`config.mk`:
```
export PLATFORM = sky130hd
export DESIGN_NAME = arcade_io_top
export DESIGN_NICKNAME = d
export VERILOG_FILES = /design/src/audio_pkg.sv /design/src/board_pkg.sv /design/src/arcade_io_top.sv /design/src/jamma_joy_demux.sv /design/src/reset_sequencer.sv /design/src/rom_loader_axil.sv /design/src/sigma_delta_dac.sv /design/src/sram_arbiter.sv
export SDC_FILE = /design/constraint.sdc
export NUM_CORES = 1
export LEC_CHECK = 0
export ABC_AREA = 0
export BUFFER_PORTS_ARGS = -buffer_cell sky130_fd_sc_hd__buf_2
export CAP_MARGIN = 10
export CORE_ASPECT_RATIO = 2
export CORE_UTILIZATION = 55
export CTS_CLUSTER_DIAMETER = 200
export DETAILED_ROUTE_END_ITERATION = 8
export PLACE_DENSITY_LB_ADDON = 0.2
export SYNTH_ARGS = -nofsm -noshare
export SYNTH_HDL_FRONTEND = slang
export SYNTH_SLANG_ARGS = --single-unit
```
`constraint.sdc`:
```
create_clock -name clk12 -period 3.2 [get_ports clk12]
set_input_delay 0.32 -clock clk12 [delete_from_list [all_inputs] [get_ports clk12]]
set_output_delay 0.32 -clock clk12 [all_outputs]
set_load 0.05 [all_outputs]
```
`src/audio_pkg.sv`:
```
////////////////////////////////////////////////////////////////////////////
// Audio sample type and DAC width
// Shared by the top level and the sigma-delta modulator
////////////////////////////////////////////////////////////////////////////

package audio_pkg;

  // Width of the core's unsigned audio samples
  localparam int unsigned DAC_W = 8;

  // One audio sample, 0 is silence at the low rail
  typedef logic [DAC_W-1:0] sample_t;

endpackage

```
`src/board_pkg.sv`:
```
////////////////////////////////////////////////////////////////////////////
// Board-level types and constants for the arcade I/O glue
// Joystick state, SRAM request, reset timing and AXI register map
////////////////////////////////////////////////////////////////////////////

package board_pkg;

  ////////////////////////////////////////////////////////////////////////////
  // SRAM
  ////////////////////////////////////////////////////////////////////////////
  localparam int unsigned SRAM_AW = 19;                  // 512K x 8 part
  localparam logic [SRAM_AW-1:0] CONFIG_ADDR = 19'h08FD5; // Video config byte

  ////////////////////////////////////////////////////////////////////////////
  // Reset timing, in clk12 cycles
  ////////////////////////////////////////////////////////////////////////////
  localparam int unsigned POR_CYCLES    = 64;  // Power-on window length
  localparam int unsigned CONFIG_SAMPLE = 32;  // Config byte sampled here
  localparam int unsigned HOLD_CYCLES   = 256; // Core reset tail

  // AXI register byte offsets
  localparam logic [3:0] REG_CTRL = 4'h0;
  localparam logic [3:0] REG_ADDR = 4'h4;
  localparam logic [3:0] REG_DATA = 4'h8;

  // AXI response codes
  localparam logic [1:0] RESP_OKAY   = 2'b00;
  localparam logic [1:0] RESP_SLVERR = 2'b10;

  // One player, all buttons active low
  typedef struct packed {
    logic up;
    logic down;
    logic left;
    logic right;
    logic fire1;
    logic fire2;
    logic fire3;
    logic start;
  } joy_state_t;

  // One SRAM access as seen on the pins
  typedef struct packed {
    logic [SRAM_AW-1:0] addr;
    logic [7:0]         wdata;
    logic               we;     // High for a byte write
  } sram_req_t;

endpackage

```
`src/arcade_io_top.sv`:
```
////////////////////////////////////////////////////////////////////////////
// Arcade board glue top level
// Reset, ROM loading, SRAM sharing, JAMMA joysticks and audio DAC
////////////////////////////////////////////////////////////////////////////

`timescale 1ns/1ps

module arcade_io_top (
  input  logic                          clk12,
  input  logic                          pll_lckd,
  // Host register port
  input  logic [3:0]                    s_axil_awaddr,
  input  logic                          s_axil_awvalid,
  output logic                          s_axil_awready,
  input  logic [31:0]                   s_axil_wdata,
  input  logic                          s_axil_wvalid,
  output logic                          s_axil_wready,
  output logic [1:0]                    s_axil_bresp,
  output logic                          s_axil_bvalid,
  input  logic                          s_axil_bready,
  input  logic [3:0]                    s_axil_araddr,
  input  logic                          s_axil_arvalid,
  output logic                          s_axil_arready,
  output logic [31:0]                   s_axil_rdata,
  output logic [1:0]                    s_axil_rresp,
  output logic                          s_axil_rvalid,
  input  logic                          s_axil_rready,
  // SRAM pins, data bus split in and out
  output logic [board_pkg::SRAM_AW-1:0] sram_addr,
  output logic [7:0]                    sram_dout,
  input  logic [7:0]                    sram_din,
  output logic                          sram_we_n,
  // JAMMA
  input  logic [7:0]                    jjoy,
  output logic                          jselect,
  input  logic                          test_n,
  // Game core side
  input  logic [board_pkg::SRAM_AW-1:0] core_rd_addr,
  output logic [7:0]                    core_rd_data,
  output logic                          core_reset,
  output board_pkg::joy_state_t         joy_p1,
  output board_pkg::joy_state_t         joy_p2,
  output logic [1:0]                    scandbl_ctrl,
  input  audio_pkg::sample_t            audio_sample,
  output logic                          audio_out
);

  logic                 por_active;
  logic                 loading;
  logic [7:0]           cfg_byte;
  board_pkg::sram_req_t wr_req;
  logic                 wr_valid;
  logic                 wr_ready;
  audio_pkg::sample_t   sample_q;

  reset_sequencer i_reset_sequencer (
    .clk12, .pll_lckd, .test_n, .loading, .cfg_byte,
    .por_active, .core_reset, .scandbl_ctrl
  );

  jamma_joy_demux i_jamma_joy_demux (.clk12, .pll_lckd, .jjoy, .jselect, .joy_p1, .joy_p2);

  rom_loader_axil i_rom_loader_axil (
    .clk12, .pll_lckd,
    .s_axil_awaddr, .s_axil_awvalid, .s_axil_awready,
    .s_axil_wdata, .s_axil_wvalid, .s_axil_wready,
    .s_axil_bresp, .s_axil_bvalid, .s_axil_bready,
    .s_axil_araddr, .s_axil_arvalid, .s_axil_arready,
    .s_axil_rdata, .s_axil_rresp, .s_axil_rvalid, .s_axil_rready,
    .wr_req, .wr_valid, .wr_ready, .loading
  );

  sram_arbiter i_sram_arbiter (
    .clk12, .pll_lckd, .por_active, .wr_req, .wr_valid, .wr_ready,
    .core_rd_addr, .core_rd_data, .cfg_byte,
    .sram_addr, .sram_dout, .sram_din, .sram_we_n
  );

  ////////////////////////////////////////////////////////////////////////////
  // Audio
  ////////////////////////////////////////////////////////////////////////////
  always_ff @(posedge clk12 or negedge pll_lckd) begin
    if (!pll_lckd) begin
      sample_q <= '0;
    end else begin
      sample_q <= audio_sample;  // Retime the core's sample
    end
  end

  sigma_delta_dac i_sigma_delta_dac (.clk12, .pll_lckd, .sample(sample_q), .dac_out(audio_out));

endmodule

```
`src/jamma_joy_demux.sv`:
```
////////////////////////////////////////////////////////////////////////////
// JAMMA joystick demultiplexer
// Alternates the external mux select and splits the bus into two players
////////////////////////////////////////////////////////////////////////////

`timescale 1ns/1ps

module jamma_joy_demux (
  input  logic                  clk12,
  input  logic                  pll_lckd,
  input  logic [7:0]            jjoy,      // Shared bus, player set by jselect
  output logic                  jselect,   // Low selects player 1
  output board_pkg::joy_state_t joy_p1,
  output board_pkg::joy_state_t joy_p2
);

  // Select toggles every cycle, so each player refreshes every other cycle
  always_ff @(posedge clk12 or negedge pll_lckd) begin
    if (!pll_lckd) begin
      jselect <= 1'b0;
      joy_p1  <= '1;   // Nothing pressed
      joy_p2  <= '1;
    end else begin
      jselect <= ~jselect;
      if (!jselect) begin
        joy_p1 <= board_pkg::joy_state_t'(jjoy);
      end else begin
        joy_p2 <= board_pkg::joy_state_t'(jjoy);
      end
    end
  end

endmodule

```
`src/reset_sequencer.sv`:
```
////////////////////////////////////////////////////////////////////////////
// Reset sequencing after PLL lock
// Opens the power-on window, samples the video config and holds the core
////////////////////////////////////////////////////////////////////////////

`timescale 1ns/1ps

module reset_sequencer (
  input  logic       clk12,
  input  logic       pll_lckd,
  input  logic       test_n,       // JAMMA test switch, low forces reset
  input  logic       loading,      // ROM load in progress
  input  logic [7:0] cfg_byte,     // Registered SRAM data
  output logic       por_active,
  output logic       core_reset,
  output logic [1:0] scandbl_ctrl
);

  logic [6:0] por_cnt;
  logic [8:0] hold_cnt;
  logic       rst_cause;

  ////////////////////////////////////////////////////////////////////////////
  // Power-on window
  ////////////////////////////////////////////////////////////////////////////
  always_ff @(posedge clk12 or negedge pll_lckd) begin
    if (!pll_lckd) begin
      por_cnt      <= '0;
      por_active   <= 1'b1;
      scandbl_ctrl <= 2'b00;
    end else if (por_active) begin
      por_cnt <= por_cnt + 7'd1;
      // SRAM has sat on the config address long enough by now
      if (por_cnt == 7'(board_pkg::CONFIG_SAMPLE)) begin
        scandbl_ctrl <= cfg_byte[1:0];
      end
      if (por_cnt == 7'(board_pkg::POR_CYCLES - 1)) begin
        por_active <= 1'b0;  // Window closes, SRAM free for others
      end
    end
  end

  ////////////////////////////////////////////////////////////////////////////
  // Core reset hold
  ////////////////////////////////////////////////////////////////////////////
  assign rst_cause = por_active | loading | ~test_n;

  // Counter restarts on any cause and saturates at the hold length
  always_ff @(posedge clk12 or negedge pll_lckd) begin
    if (!pll_lckd) begin
      hold_cnt <= '0;
    end else if (rst_cause) begin
      hold_cnt <= '0;
    end else if (hold_cnt != 9'(board_pkg::HOLD_CYCLES)) begin
      hold_cnt <= hold_cnt + 9'd1;
    end
  end

  assign core_reset = rst_cause | (hold_cnt != 9'(board_pkg::HOLD_CYCLES));

endmodule

```
`src/rom_loader_axil.sv`:
```
////////////////////////////////////////////////////////////////////////////
// AXI4-Lite ROM loader
// CTRL holds the loading flag, ADDR the SRAM pointer, DATA writes one byte
////////////////////////////////////////////////////////////////////////////

`timescale 1ns/1ps

module rom_loader_axil (
  input  logic                 clk12,
  input  logic                 pll_lckd,
  input  logic [3:0]           s_axil_awaddr,
  input  logic                 s_axil_awvalid,
  output logic                 s_axil_awready,
  input  logic [31:0]          s_axil_wdata,
  input  logic                 s_axil_wvalid,
  output logic                 s_axil_wready,
  output logic [1:0]           s_axil_bresp,
  output logic                 s_axil_bvalid,
  input  logic                 s_axil_bready,
  input  logic [3:0]           s_axil_araddr,
  input  logic                 s_axil_arvalid,
  output logic                 s_axil_arready,
  output logic [31:0]          s_axil_rdata,
  output logic [1:0]           s_axil_rresp,
  output logic                 s_axil_rvalid,
  input  logic                 s_axil_rready,
  output board_pkg::sram_req_t wr_req,
  output logic                 wr_valid,
  input  logic                 wr_ready,
  output logic                 loading
);

  logic [board_pkg::SRAM_AW-1:0] addr_q;
  logic                          wr_both;
  logic                          byte_pending;
  logic                          wr_accept;
  logic                          rd_accept;

  function automatic logic reg_known(input logic [3:0] off);
    return (off == board_pkg::REG_CTRL) || (off == board_pkg::REG_ADDR) ||
           (off == board_pkg::REG_DATA);
  endfunction

  ////////////////////////////////////////////////////////////////////////////
  // Write path
  ////////////////////////////////////////////////////////////////////////////
  assign wr_both      = s_axil_awvalid & s_axil_wvalid & ~s_axil_bvalid;
  assign wr_valid     = wr_both & (s_axil_awaddr == board_pkg::REG_DATA);
  assign byte_pending = wr_valid & ~wr_ready;  // Arbiter busy with power-on fetch
  assign wr_accept    = wr_both & ~byte_pending;

  assign s_axil_awready = wr_accept;
  assign s_axil_wready  = wr_accept;

  // Byte goes straight to the arbiter, which registers it onto the pins
  assign wr_req = '{addr: addr_q, wdata: s_axil_wdata[7:0], we: 1'b1};

  assign s_axil_arready = ~s_axil_rvalid;
  assign rd_accept      = s_axil_arvalid & s_axil_arready;

  always_ff @(posedge clk12 or negedge pll_lckd) begin
    if (!pll_lckd) begin
      loading       <= 1'b0;
      addr_q        <= '0;
      s_axil_bvalid <= 1'b0;
      s_axil_rvalid <= 1'b0;
    end else begin
      if (s_axil_bready) s_axil_bvalid <= 1'b0;
      if (s_axil_rready) s_axil_rvalid <= 1'b0;
      if (rd_accept) s_axil_rvalid <= 1'b1;
      if (wr_accept) begin
        s_axil_bvalid <= 1'b1;
        case (s_axil_awaddr)
          board_pkg::REG_CTRL: loading <= s_axil_wdata[0];
          board_pkg::REG_ADDR: addr_q  <= s_axil_wdata[board_pkg::SRAM_AW-1:0];
          board_pkg::REG_DATA: addr_q  <= addr_q + {{(board_pkg::SRAM_AW-1){1'b0}}, 1'b1};
          default: ;  // Unknown offset, answered with SLVERR only
        endcase
      end
    end
  end

  ////////////////////////////////////////////////////////////////////////////
  // Response payloads
  ////////////////////////////////////////////////////////////////////////////
  always_ff @(posedge clk12) begin
    if (wr_accept) begin
      s_axil_bresp <= reg_known(s_axil_awaddr) ? board_pkg::RESP_OKAY : board_pkg::RESP_SLVERR;
    end
    if (rd_accept) begin
      s_axil_rresp <= reg_known(s_axil_araddr) ? board_pkg::RESP_OKAY : board_pkg::RESP_SLVERR;
      case (s_axil_araddr)
        board_pkg::REG_CTRL: s_axil_rdata <= {31'd0, loading};
        board_pkg::REG_ADDR: s_axil_rdata <= 32'(addr_q);
        default:             s_axil_rdata <= 32'd0;  // DATA is write-only
      endcase
    end
  end

endmodule

```
`src/sigma_delta_dac.sv`:
```
////////////////////////////////////////////////////////////////////////////
// First-order sigma-delta DAC
// Density of ones on dac_out tracks sample / 2**DAC_W
////////////////////////////////////////////////////////////////////////////

`timescale 1ns/1ps

module sigma_delta_dac (
  input  logic               clk12,
  input  logic               pll_lckd,
  input  audio_pkg::sample_t sample,
  output logic               dac_out
);

  logic [audio_pkg::DAC_W:0] acc;  // Top bit is the carry out

  // Carry is dropped before each add, only the residue is kept
  always_ff @(posedge clk12 or negedge pll_lckd) begin
    if (!pll_lckd) begin
      acc <= '0;
    end else begin
      acc <= {1'b0, acc[audio_pkg::DAC_W-1:0]} + {1'b0, sample};
    end
  end

  assign dac_out = acc[audio_pkg::DAC_W];

endmodule

```
`src/sram_arbiter.sv`:
```
////////////////////////////////////////////////////////////////////////////
// SRAM arbiter
// Fixed priority: power-on fetch, loader write, then core read
////////////////////////////////////////////////////////////////////////////

`timescale 1ns/1ps

module sram_arbiter (
  input  logic                          clk12,
  input  logic                          pll_lckd,
  input  logic                          por_active,
  input  board_pkg::sram_req_t          wr_req,
  input  logic                          wr_valid,
  output logic                          wr_ready,
  input  logic [board_pkg::SRAM_AW-1:0] core_rd_addr,
  output logic [7:0]                    core_rd_data,
  output logic [7:0]                    cfg_byte,
  output logic [board_pkg::SRAM_AW-1:0] sram_addr,
  output logic [7:0]                    sram_dout,
  input  logic [7:0]                    sram_din,
  output logic                          sram_we_n
);

  board_pkg::sram_req_t pin_d;
  board_pkg::sram_req_t pin_q;     // Access currently on the pins
  logic [7:0]           din_q;
  logic                 wr_seen;   // Sampled data came from a write cycle

  assign wr_ready = ~por_active;   // Loader only waits out the power-on window

  always_comb begin
    pin_d = '{addr: core_rd_addr, wdata: 8'h00, we: 1'b0};
    if (por_active) begin
      pin_d.addr = board_pkg::CONFIG_ADDR;
    end else if (wr_valid) begin
      pin_d = wr_req;
    end
  end

  always_ff @(posedge clk12 or negedge pll_lckd) begin
    if (!pll_lckd) begin
      pin_q   <= '{addr: board_pkg::CONFIG_ADDR, wdata: 8'h00, we: 1'b0};
      wr_seen <= 1'b0;
    end else begin
      pin_q   <= pin_d;
      wr_seen <= pin_q.we;
    end
  end

  always_ff @(posedge clk12) begin
    din_q <= sram_din;
  end

  assign sram_addr = pin_q.addr;
  assign sram_dout = pin_q.wdata;
  assign sram_we_n = ~pin_q.we;

  assign cfg_byte     = din_q;
  assign core_rd_data = wr_seen ? 8'h00 : din_q;  // Bus held our own data

endmodule

```
# == Yosys cells after proc, flatten, opt, wreduce, memory -nomap -nowiden ==
# Index checks and enable logic that the tools add are counted.
# word_totals
regBits,148
elab_cells,90
in_bits,91
output_inout_bits,98
# op_classes
reduce_logical,13
mux,16
eq_ne,7
add_sub_neg,4
n_bitwise,15
# ops
cell,n
$pmux W19 S2,2
$mux W28,1
$mux W9,3
$add A19 B1 Y19 const B,1
$mux W19,1
$eq A7 B6 Y1 const B,2
$add A8 B8 Y9,1
$add A9 B1 Y9 const B,1
$ne A9 B9 Y1 const B,1
$eq A4 B3 Y1 const B,2
$eq A4 B4 Y1 const B,2
$logic_not A4 Y1,2
$mux W8,1
$reduce_bool A2 Y1,4
$add A7 B1 Y7 const B,1
$and A1 B1 Y1,6
$mux W1,6
$not A1 Y1,6
$reduce_and A2 Y1,3
$logic_or A1 B1 Y1,4
$mux W2,2
$or A1 B1 Y1,3

# == Depth between registers and ports, before layout ==
# depth
depth_word,7
mapped_depth,8
ltp_nobuf,8

# == Hierarchy ==
# A second synthesis with hierarchy kept.
# unflattened
cells_unflattened,552
area_unflattened_um2,6342.3
# modules_own_cells
mod,cells_per_inst,seq_area_each_um2,area_per_inst_um2,n_inst
rom_loader_axil,242,1181.1,2438.6,1
sram_arbiter,126,898.4,1525.2,1
reset_sequencer,89,476.7,934.6,1
jamma_joy_demux,36,445.4,694.4,1
sigma_delta_dac,51,225.2,549.3,1
arcade_io_top,8,200.2,200.2,1

# == Worst setup path after synthesis ==
# OpenSTA, ideal clock, no wires.
# synth_timing
kind,register to output
startpoint,register i_rom_loader_axil.s_axil_bvalid
endpoint,output s_axil_wready
slack_ps,815
required_time_ps,2880
arrival_time_ps,2065
n_path_buf,1
stages_incl_launch_ff,4
path_cell_list,dfrtp_1 nand3b_4 a21oi_1 buf_4
# synth_between
elab_chain_cells,6
# synth_lines
element,line,source
from (decl),rom_loader_axil.sv:18,"output logic s_axil_bvalid,"
from (signal assigned),rom_loader_axil.sv:65,s_axil_bvalid <= 1'b0;
from (signal assigned),rom_loader_axil.sv:68,if (s_axil_bready) s_axil_bvalid <= 1'b0;
from (signal assigned),rom_loader_axil.sv:72,s_axil_bvalid <= 1'b1;
$not A1 Y1 *,rom_loader_axil.sv:47,assign wr_both = s_axil_awvalid & s_axil_wvalid & ~s_axil_bvalid;
$and A1 B1 Y1 *,rom_loader_axil.sv:47,
$and A1 B1 Y1,rom_loader_axil.sv:48,assign wr_valid = wr_both & (s_axil_awaddr == board_pkg::REG_DATA);
$and A1 B1 Y1,rom_loader_axil.sv:49,assign byte_pending = wr_valid & ~wr_ready;
$not A1 Y1,rom_loader_axil.sv:50,assign wr_accept = wr_both & ~byte_pending;
$and A1 B1 Y1 *,rom_loader_axil.sv:50,
to (decl),arcade_io_top.sv:17,"output logic s_axil_wready,"
# Mark *: on every way between the ends. The rest lies on a longest branch, timed or not.

# == Worst setup path in the final report ==
# layout_timing
startpoint,register i_reset_sequencer.hold_cnt[0]
endpoint,output core_reset
# layout_between
elab_chain_cells,2
# layout_lines
element,line,source
from (decl),reset_sequencer.sv:20,logic [8:0] hold_cnt;
from (signal assigned),reset_sequencer.sv:55,hold_cnt <= hold_cnt + 9'd1;
$ne A9 B9 Y1,reset_sequencer.sv:59,assign core_reset = rst_cause | (hold_cnt != 9'(board_pkg::HOLD_CYCLES));
$or A1 B1 Y1,reset_sequencer.sv:59,
to (decl),arcade_io_top.sv:40,"output logic core_reset,"
# Every way passes these cells.

==> summary.md <==
From bottom edge to top edge, the die measures 151 um. Summed over all cells, the static leakage comes to 3.54 nW. The setup check on the worst reg-to-reg path leaves a slack of 1030 ps. In the routed layout, each cell is associated on average with a via count of 5.34. Including well taps, the total number of placed cells is 800.

The clock tree synthesis step divided the H-tree into 4 levels. The worst setup path category is register to primary output. The run gives 0 as the initial antenna violation count.

Cells with a size suffix above 1 make up 38.2% of the layout. Hold is met by 20.7 ps. After detailed routing, the number of remaining DRC violations is 0. TritonCTS built the clock tree.

Entering global routing, the biggest net connects 80 pins. The logs give 5.01 mW for the total power after layout and 25.7% for the all-layer global routing usage. For this run, the top clock speed supported by timing is 0.462 GHz. Largest fanout on the critical path: 6. Dividing total power by cell area gives a power density of 674 nW/um^2. The standard-cell row count came out at 54.

After synthesis, the cell types taking the most area are sky130_fd_sc_hd__dfrtp_1, sky130_fd_sc_hd__dfstp_2, sky130_fd_sc_hd__edfxtp_1. The tools report the antenna diode count as 0. The worst setup path is captured at a primary output.

The tools report the number of search-and-repair iterations in the first detailed-routing pass as 5. Summed over all instances, the cell type with the most area after synthesis is sky130_fd_sc_hd__dfrtp_1. Once detail routing completed, the nets flagged for antenna violations numbered 0.

Mean routed wirelength per cell: 17.1 um. The dominant synthesized flop cell was sky130_fd_sc_hd__dfrtp_1. For the worst setup path, the data required time is 2880 ps. The post-synthesis async set-or-reset flop share is 78.2%, and the area growth from synthesis to layout is 21.2%. Excluding fillers, the count of instances in the completed layout stands at 841.

The CTS root buffer is sky130_fd_sc_hd__clkbuf_16. At the end of routability-driven placement, the weighted congestion stood at 0.844. The sum of negative setup slack is 0 ps, and the number of vias in the routed layout is 4,493. VDD sags by at most 0.451 mV. Setup violations remaining at the end of the flow were counted as 0. Synthesis produced a netlist whose cell count is 547. The tools report the kind of launch point of the worst setup path as a register. In this run, synthesis inferred 21 flip-flops with an integrated enable. The number of setup buffers added after CTS is 0. Synthesis inferred 133 register bits. The core region is 10,900 um^2. The die width is 76.7 um, and the final cell utilization of the core is 68.3%. At the placement stage, the worst setup path has a slack of 1070 ps. The largest single stage delay on the critical path is 440 ps. Synthesis instantiated 58 different standard cells from the library.

For this run the aggregate overflow at the end of global routing stands at 0. The arrival time of the worst setup path came out at 1850 ps. Walking the worst path, the cells encountered are inv_1 > ha_1 > nor4b_1 > nand4_1 > buf_2. The logs give 6760 um^2 for the placed cell area and 33.6% for the worst slew margin relative to its limit. The number of sinks handled by clock tree synthesis is 133, and the synthesized area is 6130 um^2. 189 I/O pins were placed.

Clock tree synthesis inserted a total of 17 buffers. By instance count, the leading cell after synthesis is sky130_fd_sc_hd__dfrtp_1. The first global-routing pass estimated 22.2 mm of wire. The via count of the first global-routing pass was 4,513. Clock skew on the completed layout was measured at 8.16 ps. Setup repair after global routing left no endpoint under its margin. Sequential cells were found to cover 55.9% of the synthesized design area. The clock passes through at most 2 buffers. Once layout is done, the placed cells without fillers occupy 7430 um^2. The critical path's slowest cell is sky130_fd_sc_hd__dfrtp_1.

The mean instance size in the synthesized netlist was 11.2 um^2. For this design, the CTS-stage hold fixing added 9 buffers. For this configuration, the core starts out at a cell density of 56.4%. After clock tree synthesis, the clock-pin slew on the worst setup and hold paths is 60 ps. In this run the worst hold path is classified as input port to register.

After synthesis, the most frequently instantiated cells are sky130_fd_sc_hd__dfrtp_1, sky130_fd_sc_hd__nand2_1, sky130_fd_sc_hd__buf_4. At the pin with the least slew margin, the transition time is 996 ps. The number of input and output port buffers inserted was 160. During synthesis, Yosys emitted a total of 0 warnings.

Smallest setup slack after layout: 1030 ps. The final wirelength is 14.4 mm, and the count of instances resized after the clock tree is built is 0. The clock reaches the later pin of the worst-skew pair after 410 ps. For the number of max-cap violations, the log shows 0.

The number of DRC markers after the initial detailed-route iteration is 152, and the count of final max-slew check failures is 0. The flow ran to the end, and the final reports show no timing, DRC or antenna violations. The post-route clock period utilization was 67.7%. Number of hold violations in the final report: 0.

The share of synthesized area in the top cell type comes to 31.4%. The floorplan step defined a die boundary enclosing 11,600 um^2. The clock period minus worst slack is 2170 ps, and the layout net count is 793. For the placed wire-length estimate after detailed placement, the log shows 10.4 mm.
[flip-flops by register name (all words and copies together) (netlist names), 2 cells and up]
register and cells:
i_sram_arbiter.sram_dout 8, i_reset_sequencer.hold_cnt 9, i_jamma_joy_demux.joy_p2 8, i_rom_loader_axil.addr_q 19, i_sram_arbiter.cfg_byte 8, i_rom_loader_axil.s_axil_rdata 19, i_sigma_delta_dac.acc 9, i_reset_sequencer.scandbl_ctrl 2
i_sram_arbiter.sram_addr 19, sample_q 8, i_reset_sequencer.por_cnt 7, i_jamma_joy_demux.joy_p1 8
[cells in the final DEF, fill, tap and decap left out, drive strengths merged, types with 3 or more instances in the layout]
master / instances
nand2: 66
xnor2: 9
o21bai: 3
nor2b: 11
and3: 13
dfstp: 27
nand4: 8
buf: 167
nor3: 6
o22ai: 7
a2bb2oi: 9
conb: 15
and2: 21
and4: 5
nor2: 23
nor4b: 3
dfrtp: 77
a21o: 4
clkinv: 4
edfxtp: 21
dlygate4sd3: 9
a21oi: 35
mux2: 20
dfxtp: 8
o21ai: 14
clkbuf: 19
a31oi: 3
ha: 13
nand3: 23
xor2: 10
inv: 21
or3: 4
[worst max-delay path: cells and delay by family, from the launching register on]
family                     cells  cell delay, ps
DFF                            1             440
and+or+nand+nor                2             510
buffers and inverters          2             340
adders and majority gates      1             150
[power breakdown]
group,total (mW),switching [mW],internal (mW)
logic,0.973,0.613,0.360
registers,2.12,0.187,1.94
clock network,1.91,0.734,1.18
[layout make-up]
type                    count  area, um^2
clock buffers              19         443
repair buffers            176         946
well taps                 140         175
multi-input cells         346        2240
inverters                  14        52.6
fillers                   874        3440
clock inverters            13         145
flip-flops and latches    133        3430
[kinds of logic after synthesis]
family / count (synthesis) / share of synthesized area, %
adders and majority gates: 14 / 2.98
muxes: 22 / 4.00
xor gates and xnor gates: 19 / 2.71
buffers and inverters: 82 / 8.63
DFF: 133 / 55.9
AOI/OAI and AO/OA: 85 / 9.42
and+or+nand+nor: 191 / 16.3
other: 1 / 0.0611
[routing by layer]
layer / share of wire [%] / wire length (um) / global-route usage, %
met1: 35 / 5000 / 26.0
met2: 58 / 8370 / 49.2
met3: 4.4 / 634 / 5.30
met4: 2.8 / 406 / 12.4
met5: 0 / 0 / 0
[path summary, 6_finish.rpt]
kind / cells past startpoint / endpoint / startpoint
worst max-delay path: 5 / core_reset / i_reset_sequencer.hold_cnt[0]
worst min-delay path: 1 / sample_q[6] / audio_sample[6]
worst max register to register: 6 / i_rom_loader_axil.addr_q[9] / i_rom_loader_axil.s_axil_bvalid
worst min register to register: 0 / i_sram_arbiter.wr_seen / i_sram_arbiter.pin_q[0]
max in group asynchronous: 2 / i_sram_arbiter.sram_addr[10] / pll_lckd
min in group asynchronous: 1 / i_sigma_delta_dac.acc[5] / pll_lckd
Note: power is estimated with default switching activity, not from simulation.
